### src/rtl/lbcBusPkg.sv
package lbcBusPkg;

  // ====================
  // Line geometry
  // ====================

  localparam int lineBytes = 16;

  // ====================
  // System request
  // ====================

  typedef struct packed
  {
    logic [31:0] addr;
    logic        write;
    logic        line;      // Full line transfer.
    logic [3:0]  be;
    logic [31:0] wdata;
    logic        uncached;
  } sysReq;

  // Response word from the system bus.
  typedef struct packed
  {
    logic        valid;
    logic [31:0] data;
  } sysResp;

endpackage

### src/rtl/lbcCorePkg.sv
package lbcCorePkg;

  // ====================
  // Access size
  // ====================

  typedef enum logic [1:0]
  {
    sizeByte = 2'd0,
    sizeHalf = 2'd1,
    sizeWord = 2'd2
  } accessSize;

  // ====================
  // Core data access
  // ====================

  typedef struct packed
  {
    logic        write;   // Store when set.
    logic        sign;    // Sign-extend loads.
    accessSize   size;
    logic [31:0] addr;
    logic [31:0] wdata;
  } dataReq;

  // Load return fields, kept for the aligner.
  typedef struct packed
  {
    accessSize  size;
    logic       sign;
    logic [1:0] offset;
  } loadInfo;

endpackage
### src/rtl/lbcTop.sv
`timescale 1ns/1ps

module lbcTop #(
  parameter int addrWidth = 32
) (
  input  logic               IDCLOCKI,
  input  logic               reset,
  // Core side.
  input  logic               dataStrobe,
  input  lbcCorePkg::dataReq dataIn,
  input  logic               instrStrobe,
  input  logic [31:0]        instrAddr,
  input  logic               cfgDcOff,
  input  logic               cfgIcOff,
  output logic               dataBusy,
  output logic               instrBusy,
  output logic               dataValid,
  output logic [31:0]        dataOut,
  output logic               instrValid,
  output logic [31:0]        instrOut,
  // System side.
  output logic               sysStrobe,
  output lbcBusPkg::sysReq   sysOut,
  input  logic               sysRespValid,
  input  logic [31:0]        sysRespData
);

  logic                dataPending;
  logic                instrPending;
  logic                dataGrant;
  logic                instrGrant;
  lbcBusPkg::sysReq    dataRequest;
  lbcBusPkg::sysReq    instrRequest;
  lbcCorePkg::loadInfo loadFields;

  dataReqPath #(
    .addrWidth (addrWidth)
  ) dataPath_i (
    .IDCLOCKI   (IDCLOCKI),
    .reset      (reset),
    .dataStrobe (dataStrobe),
    .dataIn     (dataIn),
    .cfgDcOff   (cfgDcOff),
    .grant      (dataGrant),
    .done       (dataValid),
    .pending    (dataPending),
    .busy       (dataBusy),
    .request    (dataRequest),
    .loadFields (loadFields)
  );

  instrReqPath #(
    .addrWidth (addrWidth)
  ) instrPath_i (
    .IDCLOCKI    (IDCLOCKI),
    .reset       (reset),
    .instrStrobe (instrStrobe),
    .instrAddr   (instrAddr),
    .cfgIcOff    (cfgIcOff),
    .grant       (instrGrant),
    .done        (instrValid),
    .pending     (instrPending),
    .busy        (instrBusy),
    .request     (instrRequest)
  );

  sysBusPort busPort_i (
    .IDCLOCKI     (IDCLOCKI),
    .reset        (reset),
    .dataPending  (dataPending),
    .instrPending (instrPending),
    .dataRequest  (dataRequest),
    .instrRequest (instrRequest),
    .loadFields   (loadFields),
    .sysRespValid (sysRespValid),
    .sysRespData  (sysRespData),
    .dataGrant    (dataGrant),
    .instrGrant   (instrGrant),
    .sysStrobe    (sysStrobe),
    .sysOut       (sysOut),
    .dataValid    (dataValid),
    .instrValid   (instrValid),
    .dataOut      (dataOut),
    .instrOut     (instrOut)
  );

endmodule

### src/rtl/sysBusPort.sv
`timescale 1ns/1ps

module sysBusPort (
  input  logic                IDCLOCKI,
  input  logic                reset,
  input  logic                dataPending,
  input  logic                instrPending,
  input  lbcBusPkg::sysReq    dataRequest,
  input  lbcBusPkg::sysReq    instrRequest,
  input  lbcCorePkg::loadInfo loadFields,
  input  logic                sysRespValid,
  input  logic [31:0]         sysRespData,
  output logic                dataGrant,
  output logic                instrGrant,
  output logic                sysStrobe,
  output lbcBusPkg::sysReq    sysOut,
  output logic                dataValid,
  output logic                instrValid,
  output logic [31:0]         dataOut,
  output logic [31:0]         instrOut
);

  logic                outstanding;
  logic                servingData;   // Outstanding request came from the data path.
  lbcBusPkg::sysResp   resp;
  lbcCorePkg::loadInfo fieldsHeld;

  // ====================
  // Arbitration
  // ====================

  // One request on the bus at a time, data first.
  assign dataGrant  = dataPending && !outstanding;
  assign instrGrant = instrPending && !dataPending && !outstanding;
  assign sysStrobe  = dataGrant || instrGrant;

  // Both request sources are registers in the paths.
  assign sysOut = instrGrant ? instrRequest : dataRequest;

  always_ff @(posedge IDCLOCKI)
  begin
    if (reset)
    begin
      outstanding <= 1'b0;
      servingData <= 1'b0;
    end
    else if (sysStrobe)
    begin
      outstanding <= 1'b1;
      servingData <= dataGrant;
    end
    else if (sysRespValid)
      outstanding <= 1'b0;
  end

  // ====================
  // Response
  // ====================

  always_ff @(posedge IDCLOCKI)
  begin
    if (reset)
      resp.valid <= 1'b0;
    else
      resp.valid <= sysRespValid;
  end

  always_ff @(posedge IDCLOCKI)
  begin
    resp.data <= sysRespData;
    if (dataGrant)
      fieldsHeld <= loadFields;   // Alignment of the load in flight.
  end

  assign dataValid  = resp.valid && servingData;
  assign instrValid = resp.valid && !servingData;
  assign instrOut   = resp.data;

  loadAligner aligner_i (
    .rawData (resp.data),
    .fields  (fieldsHeld),
    .aligned (dataOut)
  );

  respNeedsRequest: assert property (@(posedge IDCLOCKI) disable iff (reset)
    sysRespValid |-> outstanding);

endmodule

### src/rtl/instrReqPath.sv
`timescale 1ns/1ps

module instrReqPath #(
  parameter int addrWidth = 32
) (
  input  logic             IDCLOCKI,
  input  logic             reset,
  input  logic             instrStrobe,
  input  logic [31:0]      instrAddr,
  input  logic             cfgIcOff,
  input  logic             grant,
  input  logic             done,
  output logic             pending,
  output logic             busy,
  output lbcBusPkg::sysReq request
);

  localparam int lineShift = $clog2(lbcBusPkg::lineBytes);
  localparam logic [31:0] lineMask = ~((32'd1 << lineShift) - 32'd1);
  localparam logic [31:0] addrKeep =
    (addrWidth >= 32) ? 32'hFFFF_FFFF : ((32'd1 << addrWidth) - 32'd1);

  logic [31:0] fetchAddr;

  // Line fill when cached, single word otherwise.
  assign fetchAddr = cfgIcOff ? (instrAddr & addrKeep & 32'hFFFF_FFFC)
                              : (instrAddr & addrKeep & lineMask);

  always_ff @(posedge IDCLOCKI)
  begin
    if (reset)
    begin
      pending <= 1'b0;
      busy    <= 1'b0;
    end
    else if (instrStrobe)
    begin
      pending <= 1'b1;
      busy    <= 1'b1;
    end
    else
    begin
      if (grant)
        pending <= 1'b0;
      if (done)
        busy <= 1'b0;
    end
  end

  always_ff @(posedge IDCLOCKI)
  begin
    if (instrStrobe)
    begin
      request.addr     <= fetchAddr;
      request.write    <= 1'b0;
      request.line     <= !cfgIcOff;
      request.be       <= 4'b1111;
      request.wdata    <= 32'd0;
      request.uncached <= cfgIcOff;
    end
  end

  strobeWhileBusy: assert property (@(posedge IDCLOCKI) disable iff (reset)
    instrStrobe |-> !busy);

endmodule

### src/rtl/dataReqPath.sv
`timescale 1ns/1ps

module dataReqPath #(
  parameter int addrWidth = 32
) (
  input  logic                IDCLOCKI,
  input  logic                reset,
  input  logic                dataStrobe,
  input  lbcCorePkg::dataReq  dataIn,
  input  logic                cfgDcOff,
  input  logic                grant,
  input  logic                done,
  output logic                pending,
  output logic                busy,
  output lbcBusPkg::sysReq    request,
  output lbcCorePkg::loadInfo loadFields
);

  localparam int lineShift = $clog2(lbcBusPkg::lineBytes);
  localparam logic [31:0] lineMask = ~((32'd1 << lineShift) - 32'd1);
  localparam logic [31:0] addrKeep =
    (addrWidth >= 32) ? 32'hFFFF_FFFF : ((32'd1 << addrWidth) - 32'd1);

  logic [3:0]       byteEn;
  logic [31:0]      laneData;
  logic             lineRead;
  lbcBusPkg::sysReq nextReq;

  // ====================
  // Lanes and enables
  // ====================

  always_comb
  begin
    case (dataIn.size)
      lbcCorePkg::sizeByte:
      begin
        byteEn   = 4'b0001 << dataIn.addr[1:0];
        laneData = {4{dataIn.wdata[7:0]}};
      end
      lbcCorePkg::sizeHalf:
      begin
        byteEn   = dataIn.addr[1] ? 4'b1100 : 4'b0011;
        laneData = {2{dataIn.wdata[15:0]}};
      end
      default:
      begin
        byteEn   = 4'b1111;
        laneData = dataIn.wdata;
      end
    endcase
  end

  assign lineRead = !dataIn.write && !cfgDcOff;   // Cached reads fill a line.

  always_comb
  begin
    nextReq.addr     = lineRead ? (dataIn.addr & addrKeep & lineMask)
                                : (dataIn.addr & addrKeep & 32'hFFFF_FFFC);
    nextReq.write    = dataIn.write;
    nextReq.line     = lineRead;
    nextReq.be       = byteEn;
    nextReq.wdata    = laneData;
    nextReq.uncached = cfgDcOff;
  end

  always_ff @(posedge IDCLOCKI)
  begin
    if (reset)
    begin
      pending <= 1'b0;
      busy    <= 1'b0;
    end
    else if (dataStrobe)
    begin
      pending <= 1'b1;
      busy    <= 1'b1;
    end
    else
    begin
      if (grant)
        pending <= 1'b0;
      if (done)
        busy <= 1'b0;   // Held until the load or store completes.
    end
  end

  always_ff @(posedge IDCLOCKI)
  begin
    if (dataStrobe)
    begin
      request           <= nextReq;
      loadFields.size   <= dataIn.size;
      loadFields.sign   <= dataIn.sign;
      loadFields.offset <= dataIn.addr[1:0];
    end
  end

  strobeWhileBusy: assert property (@(posedge IDCLOCKI) disable iff (reset)
    dataStrobe |-> !busy);

endmodule

### src/rtl/loadAligner.sv
`timescale 1ns/1ps

module loadAligner (
  input  logic [31:0]         rawData,
  input  lbcCorePkg::loadInfo fields,
  output logic [31:0]         aligned
);

  logic [31:0] shifted;

  assign shifted = rawData >> {fields.offset, 3'b000};   // Addressed byte to lane 0.

  always_comb
  begin
    case (fields.size)
      lbcCorePkg::sizeByte:
      begin
        if (fields.sign)
          aligned = {{24{shifted[7]}}, shifted[7:0]};
        else
          aligned = {24'd0, shifted[7:0]};
      end
      lbcCorePkg::sizeHalf:
      begin
        if (fields.sign)
          aligned = {{16{shifted[15]}}, shifted[15:0]};
        else
          aligned = {16'd0, shifted[15:0]};
      end
      default:
        aligned = shifted;   // Full word.
    endcase
  end

endmodule

### config.mk
export PLATFORM = sky130hd
export DESIGN_NAME = lbcTop
export DESIGN_NICKNAME = d
export VERILOG_FILES = /design/src/rtl/lbcBusPkg.sv /design/src/rtl/lbcCorePkg.sv /design/src/rtl/lbcTop.sv /design/src/rtl/sysBusPort.sv /design/src/rtl/instrReqPath.sv /design/src/rtl/dataReqPath.sv /design/src/rtl/loadAligner.sv
export SDC_FILE = /design/constraint.sdc
export NUM_CORES = 1
export LEC_CHECK = 0
export ABC_AREA = 1
export BUFFER_PORTS_ARGS = -buffer_cell sky130_fd_sc_hd__buf_2
export CORE_AREA = 8 8 127 129
export DETAILED_ROUTE_END_ITERATION = 8
export DIE_AREA = 0 0 135 137
export GPL_TIMING_DRIVEN = 0
export PLACE_DENSITY = 0.84
export SYNTH_ARGS = -nofsm -noshare
export SYNTH_HDL_FRONTEND = slang
export SYNTH_HIERARCHICAL = 1
export SYNTH_SLANG_ARGS = --single-unit
### constraint.sdc
create_clock -name IDCLOCKI -period 2.6 [get_ports IDCLOCKI]
set_input_delay 0.26 -clock IDCLOCKI [delete_from_list [all_inputs] [get_ports IDCLOCKI]]
set_output_delay 0.26 -clock IDCLOCKI [all_outputs]
set_load 0.005 [all_outputs]
## Word level (Yosys, flattened, before mapping)

Cells that the tools add are included.

- Bitwise logic cells: 0
- Multipliers: 0
- Add/sub/neg operators: 0
- Div/mod/pow operators: 0
- Shift-type cells: 2
- Muxes and demuxes: 17
- $lt $le $gt $ge: 0
- Reductions and logical operators: 20
- Equal/unequal tests: 2

Operators by type and width:

| cell | count |
|---|---|
| $pmux 32 s2 | 2 |
| $mux 71 | 1 |
| $mux 32 | 2 |
| $shr 32x5->32 | 1 |
| $mux 1 | 10 |
| $reduce_bool 2->1 | 5 |
| $pmux 4 s2 | 1 |
| $logic_and 1x1->1 | 6 |
| $logic_not 1->1 | 6 |
| $eq 2x1->1 const B | 2 |
| $logic_not 2->1 | 2 |
| $mux 4 | 1 |
| $shl 1x2->4 const A | 1 |
| $logic_or 1x1->1 | 1 |

- Output and inout port bits: 140
- Logic and storage cells: 66
- Latch bits: 0
- Memory bits (writable): 0
- Flip-flop bits (word level): 154
- Memories kept: 0
- Memory bits (read-only): 0

## Depth between registers and ports, before layout

- Depth after elaboration: 5
- Mapped depth: 8

## Modules after synthesis

The synthesis kept the hierarchy.

By module, submodules not included:

| module | cells each | area each (sq um) | times used | sequential area each (sq um) |
|---|---|---|---|---|
| dataReqPath | 181 | 2,827.7 | 1 | 2,262.2 |
| sysBusPort | 319 | 2,272.2 | 1 | 850.8 |
| instrReqPath | 87 | 1,348.8 | 1 | 1,001.0 |
| loadAligner | 173 | 809.5 | 1 | 0.0 |

## Worst setup path after synthesis

No wires, ideal clock.

- Path kind: reg2out
- Start point: register busPort_i/fieldsHeld[1] (netlist name)
- End point: output dataOut[28]
- Cell stages (with the launch flop): 6
- Path buffers: 2
- Data required time: 2.340 ns
- Setup slack: 1.200 ns
- Arrival time: 1.140 ns
- Cell sequence: edfxtp_1 buf_2 nor2_2 buf_2 nand3_1 nand3_1

- Word-level cells in the longest chain between the ends: 3
- Elaborated cells on any way between the ends: 4
- Classes of those cells: shift: 1; mux: 3

RTL lines:

| element | RTL line | source |
|---|---|---|
| start, declared | sysBusPort.sv:26 | `lbcCorePkg::loadInfo fieldsHeld;` |
| start signal, assigned | sysBusPort.sv:72 | `fieldsHeld <= loadFields;` |
| $shr 32x5->32 (*) | loadAligner.sv:11 | `assign shifted = rawData >> {fields.offset, 3'b000};` |
| $mux 32, on equally long branches | loadAligner.sv:25, loadAligner.sv:18 |  |
| $pmux 32 s2 (*) | loadAligner.sv:15 | `case (fields.size)` |
| end, declared | lbcTop.sv:18 | `output logic [31:0] dataOut,` |

Every way passes the cells marked *; elsewhere a longest branch is shown, timed or not.

## Worst setup path after layout

Same ends and word-level chain as after synthesis.

==> impl_metrics.tcl <==
set metrics [dict create \
    p_total_w 0.00665 \
    routed_via_density 4.82 \
    dpl_worst_slack_ps 840 \
    synthTopCellsByArea "edfxtp_1 (46%), dfxtp_1 (11%), nand2_1 (10%)" \
    timing.fmax_mhz 439 \
    io_buffers 274 \
    ys_ff_latch 150 \
    critPathLaunchType "flop" \
    post-route-min-period_ps 2280 \
    relSlewSlack_pct 45.1 \
    finalWirelength_um 24100 \
    cp_num_buf_inv 3 \
    cts_resized 0 \
    grt_busiest_layer "met2" \
    hpwl_um 15900 \
    vias 6619 \
    post-place-cells 1257 \
    hold_violations 0 \
    path_delay_family "buffers and inverters" \
    layout.cells.most_common "buf_2" \
    final_max_slew_viol_count 0 \
    grt_use_met2_pct 45.4 \
    htree_num_levels 4 \
    final_cells 1372 \
    syn2layout_area_growth_pct 44.5 \
    crit_required_ps 2340 \
    critical_path_class "reg -> out" \
    synth_ff_type "edfxtp_1" \
    die_w_um 135 \
    grt_pass1_wl_um 35900 \
    irDropWorstVdd_v 0.000469 \
    tns_ps 0 \
    routedWlPerCell_um 17.6 \
    clk_latency_ps 420 \
    rsz0062_at_grt "false" \
    io_pins 279 \
    antenna_found_initial 2 \
    grt_overflow 0 \
    cts_max_path_buffers 2 \
    die-area_sq_um 18500 \
    synth_area_sq_um 7260 \
    synthArstFlopShare_pct 0 \
    fin_crit_sh_pct 87.7 \
    maxCapViolCount 0 \
    final_nets 1314 \
    avgSynthCellArea_sq_um 9.55 \
    hold_path_class "in -> reg" \
    synth_seq_area_share_pct 56.7 \
    clock-sinks 150 \
    timing.critical_path.slowest_stage_cell "edfxtp_1" \
    cts.reportedPaths.clkPinSlew_ps 60 \
    cts-root-buf "clkbuf_16" \
    fin_worst_skew_ps 3.62 \
    finalSetupViolCount 0 \
    syn_inst 760 \
    met1_usage_pct 26.8 \
    max_slew.worst_pin.slew_ps 824 \
    worst_slack_ps 320 \
    cts_tree "yes" \
    synth_top_cell_area_share_pct 45.9 \
    endpoint_kind "primary output" \
    drive_gt1_share_pct 39.2 \
    gp_congestion 0.916 \
    yosysTopAreaCell "edfxtp_1" \
    crit_fanout 10 \
    worst-r2r-setup-slack_ps 1360 \
    synth_warnings 6 \
    grt_pass1_vias 6702 \
    synth_cell_types 28 \
    final_cell_mix "buf_2 (289), nand2_1 (200), edfxtp_1 (111)" \
    synth_edf_count 111 \
    p_leak_nw 5.28 \
    crit_chain "buf_2 -> nor2_2 -> buf_2 -> nand3_1 -> nand3_1 -> buf_2" \
    drt_iter0_drc 491 \
    drc_errors 0 \
    die_h_um 137 \
    status "complete, no violations" \
    crit_arrival_ps 2020 \
    utilization_pct 73.8 \
    std_cell_rows 44 \
    start_util_pct 51.1 \
    dr.pass1.iters 5 \
    cp_common_cell "buf_2" \
    diodes 0 \
    numCtsBuffers 17 \
    critPathMaxStageDelay_ps 460 \
    ant_nets 0 \
    grt_use_total_pct 25.6 \
    grt_max_degree 49 \
    p_per_area_nw_per_um2 634 \
    grt_use_met3_pct 7.09 \
    coreArea_sq_um 14200 \
]
## repair_timing
| action | in CTS | in global routing |
|---|---|---|
| endpoints found under the hold margin | 82 | 1 |
| hold buffers | 82 | 1 |
| setup buffers | 0 | 0 |
## per-stage QoR
stage                     cell area (sq um)  hold slack (ps)
after detailed placement               9030              364
after global placement                 9000              363
after floorplan                        7400              288
after CTS                             10500            0.636
after global routing                  10500             8.05
final                                 10500             22.8
## routing by layer
metal / part of all wire [%] / vias up
li1: - / 3166
met1: 35 / 2999
met2: 51 / 365
met3: 9.1 / 85
met4: 4.7 / 4
met5: 0.075 / -
## cell families (layout without fill, tap and decap cells)
group | after synthesis | after routing | share of synthesized area [%]
DFF | 150 | 150 | 56.7
other | 3 | 41 | 0.155
AOI/OAI and AO/OA | 109 | 109 | 8.50
buffers and inverters | 213 | 603 | 16.8
and+or+nand+nor | 285 | 285 | 17.8
## registers in the layout (all words and copies together) (netlist names), 5 cells and up
signal                 count
dataPath_i/loadFields      5
busPort_i/instrOut        32
instrPath_i/request       32
busPort_i/fieldsHeld       5
dataPath_i/request        69
## worst reg2reg max path: stages (launching register included)
cell     delay [ps]
dfxtp_1         370
inv_2            70
nor2_1          440
## worst paths after layout
kind	startpoint	depth (start not counted)	end
worst max register to register	dataPath_i/pending$_SDFFE_PP0P_	2	busPort_i/fieldsHeld[4]$_DFFE_PP_
worst min register to register	dataPath_i/loadFields[1]$_DFFE_PP_	0	busPort_i/fieldsHeld[1]$_DFFE_PP_
worst max-delay path	busPort_i/fieldsHeld[1]$_DFFE_PP_	6	dataOut[28]
worst min-delay path	dataIn[42]	1	dataPath_i/request[49]$_DFFE_PP_
## layout make-up
| type | count | area (sq um) |
|---|---|---|
| clock buffers | 17 | 425 |
| repair buffers | 358 | 2230 |
| flip-flops and latches | 150 | 4110 |
| well taps | 184 | 230 |
| inverters | 104 | 390 |
| plain buffers | 109 | 832 |
| clock inverters | 15 | 200 |
| fillers | 956 | 3710 |
| multi-input cells | 435 | 2060 |
## Yosys cell counts (all sizes together), types with 2 or more instances
cell type	number
nand2	208
edfxtp	111
buf	107
inv	104
o21ai	88
nand3	54
dfxtp	39
nor2	21
a21oi	18
conb	3
a22oi	2
clkbuf	2
## power breakdown
| group | total [W] | switching [W] | internal, W | leakage (nW) |
|---|---|---|---|---|
| clock network | 0.00262 | 0.00114 | 0.00148 | 0.305 |
| logic | 0.00118 | 0.000620 | 0.000561 | 3.56 |
| registers | 0.00285 | 0.0000819 | 0.00277 | 1.41 |
(Power assumes the default switching activity.)
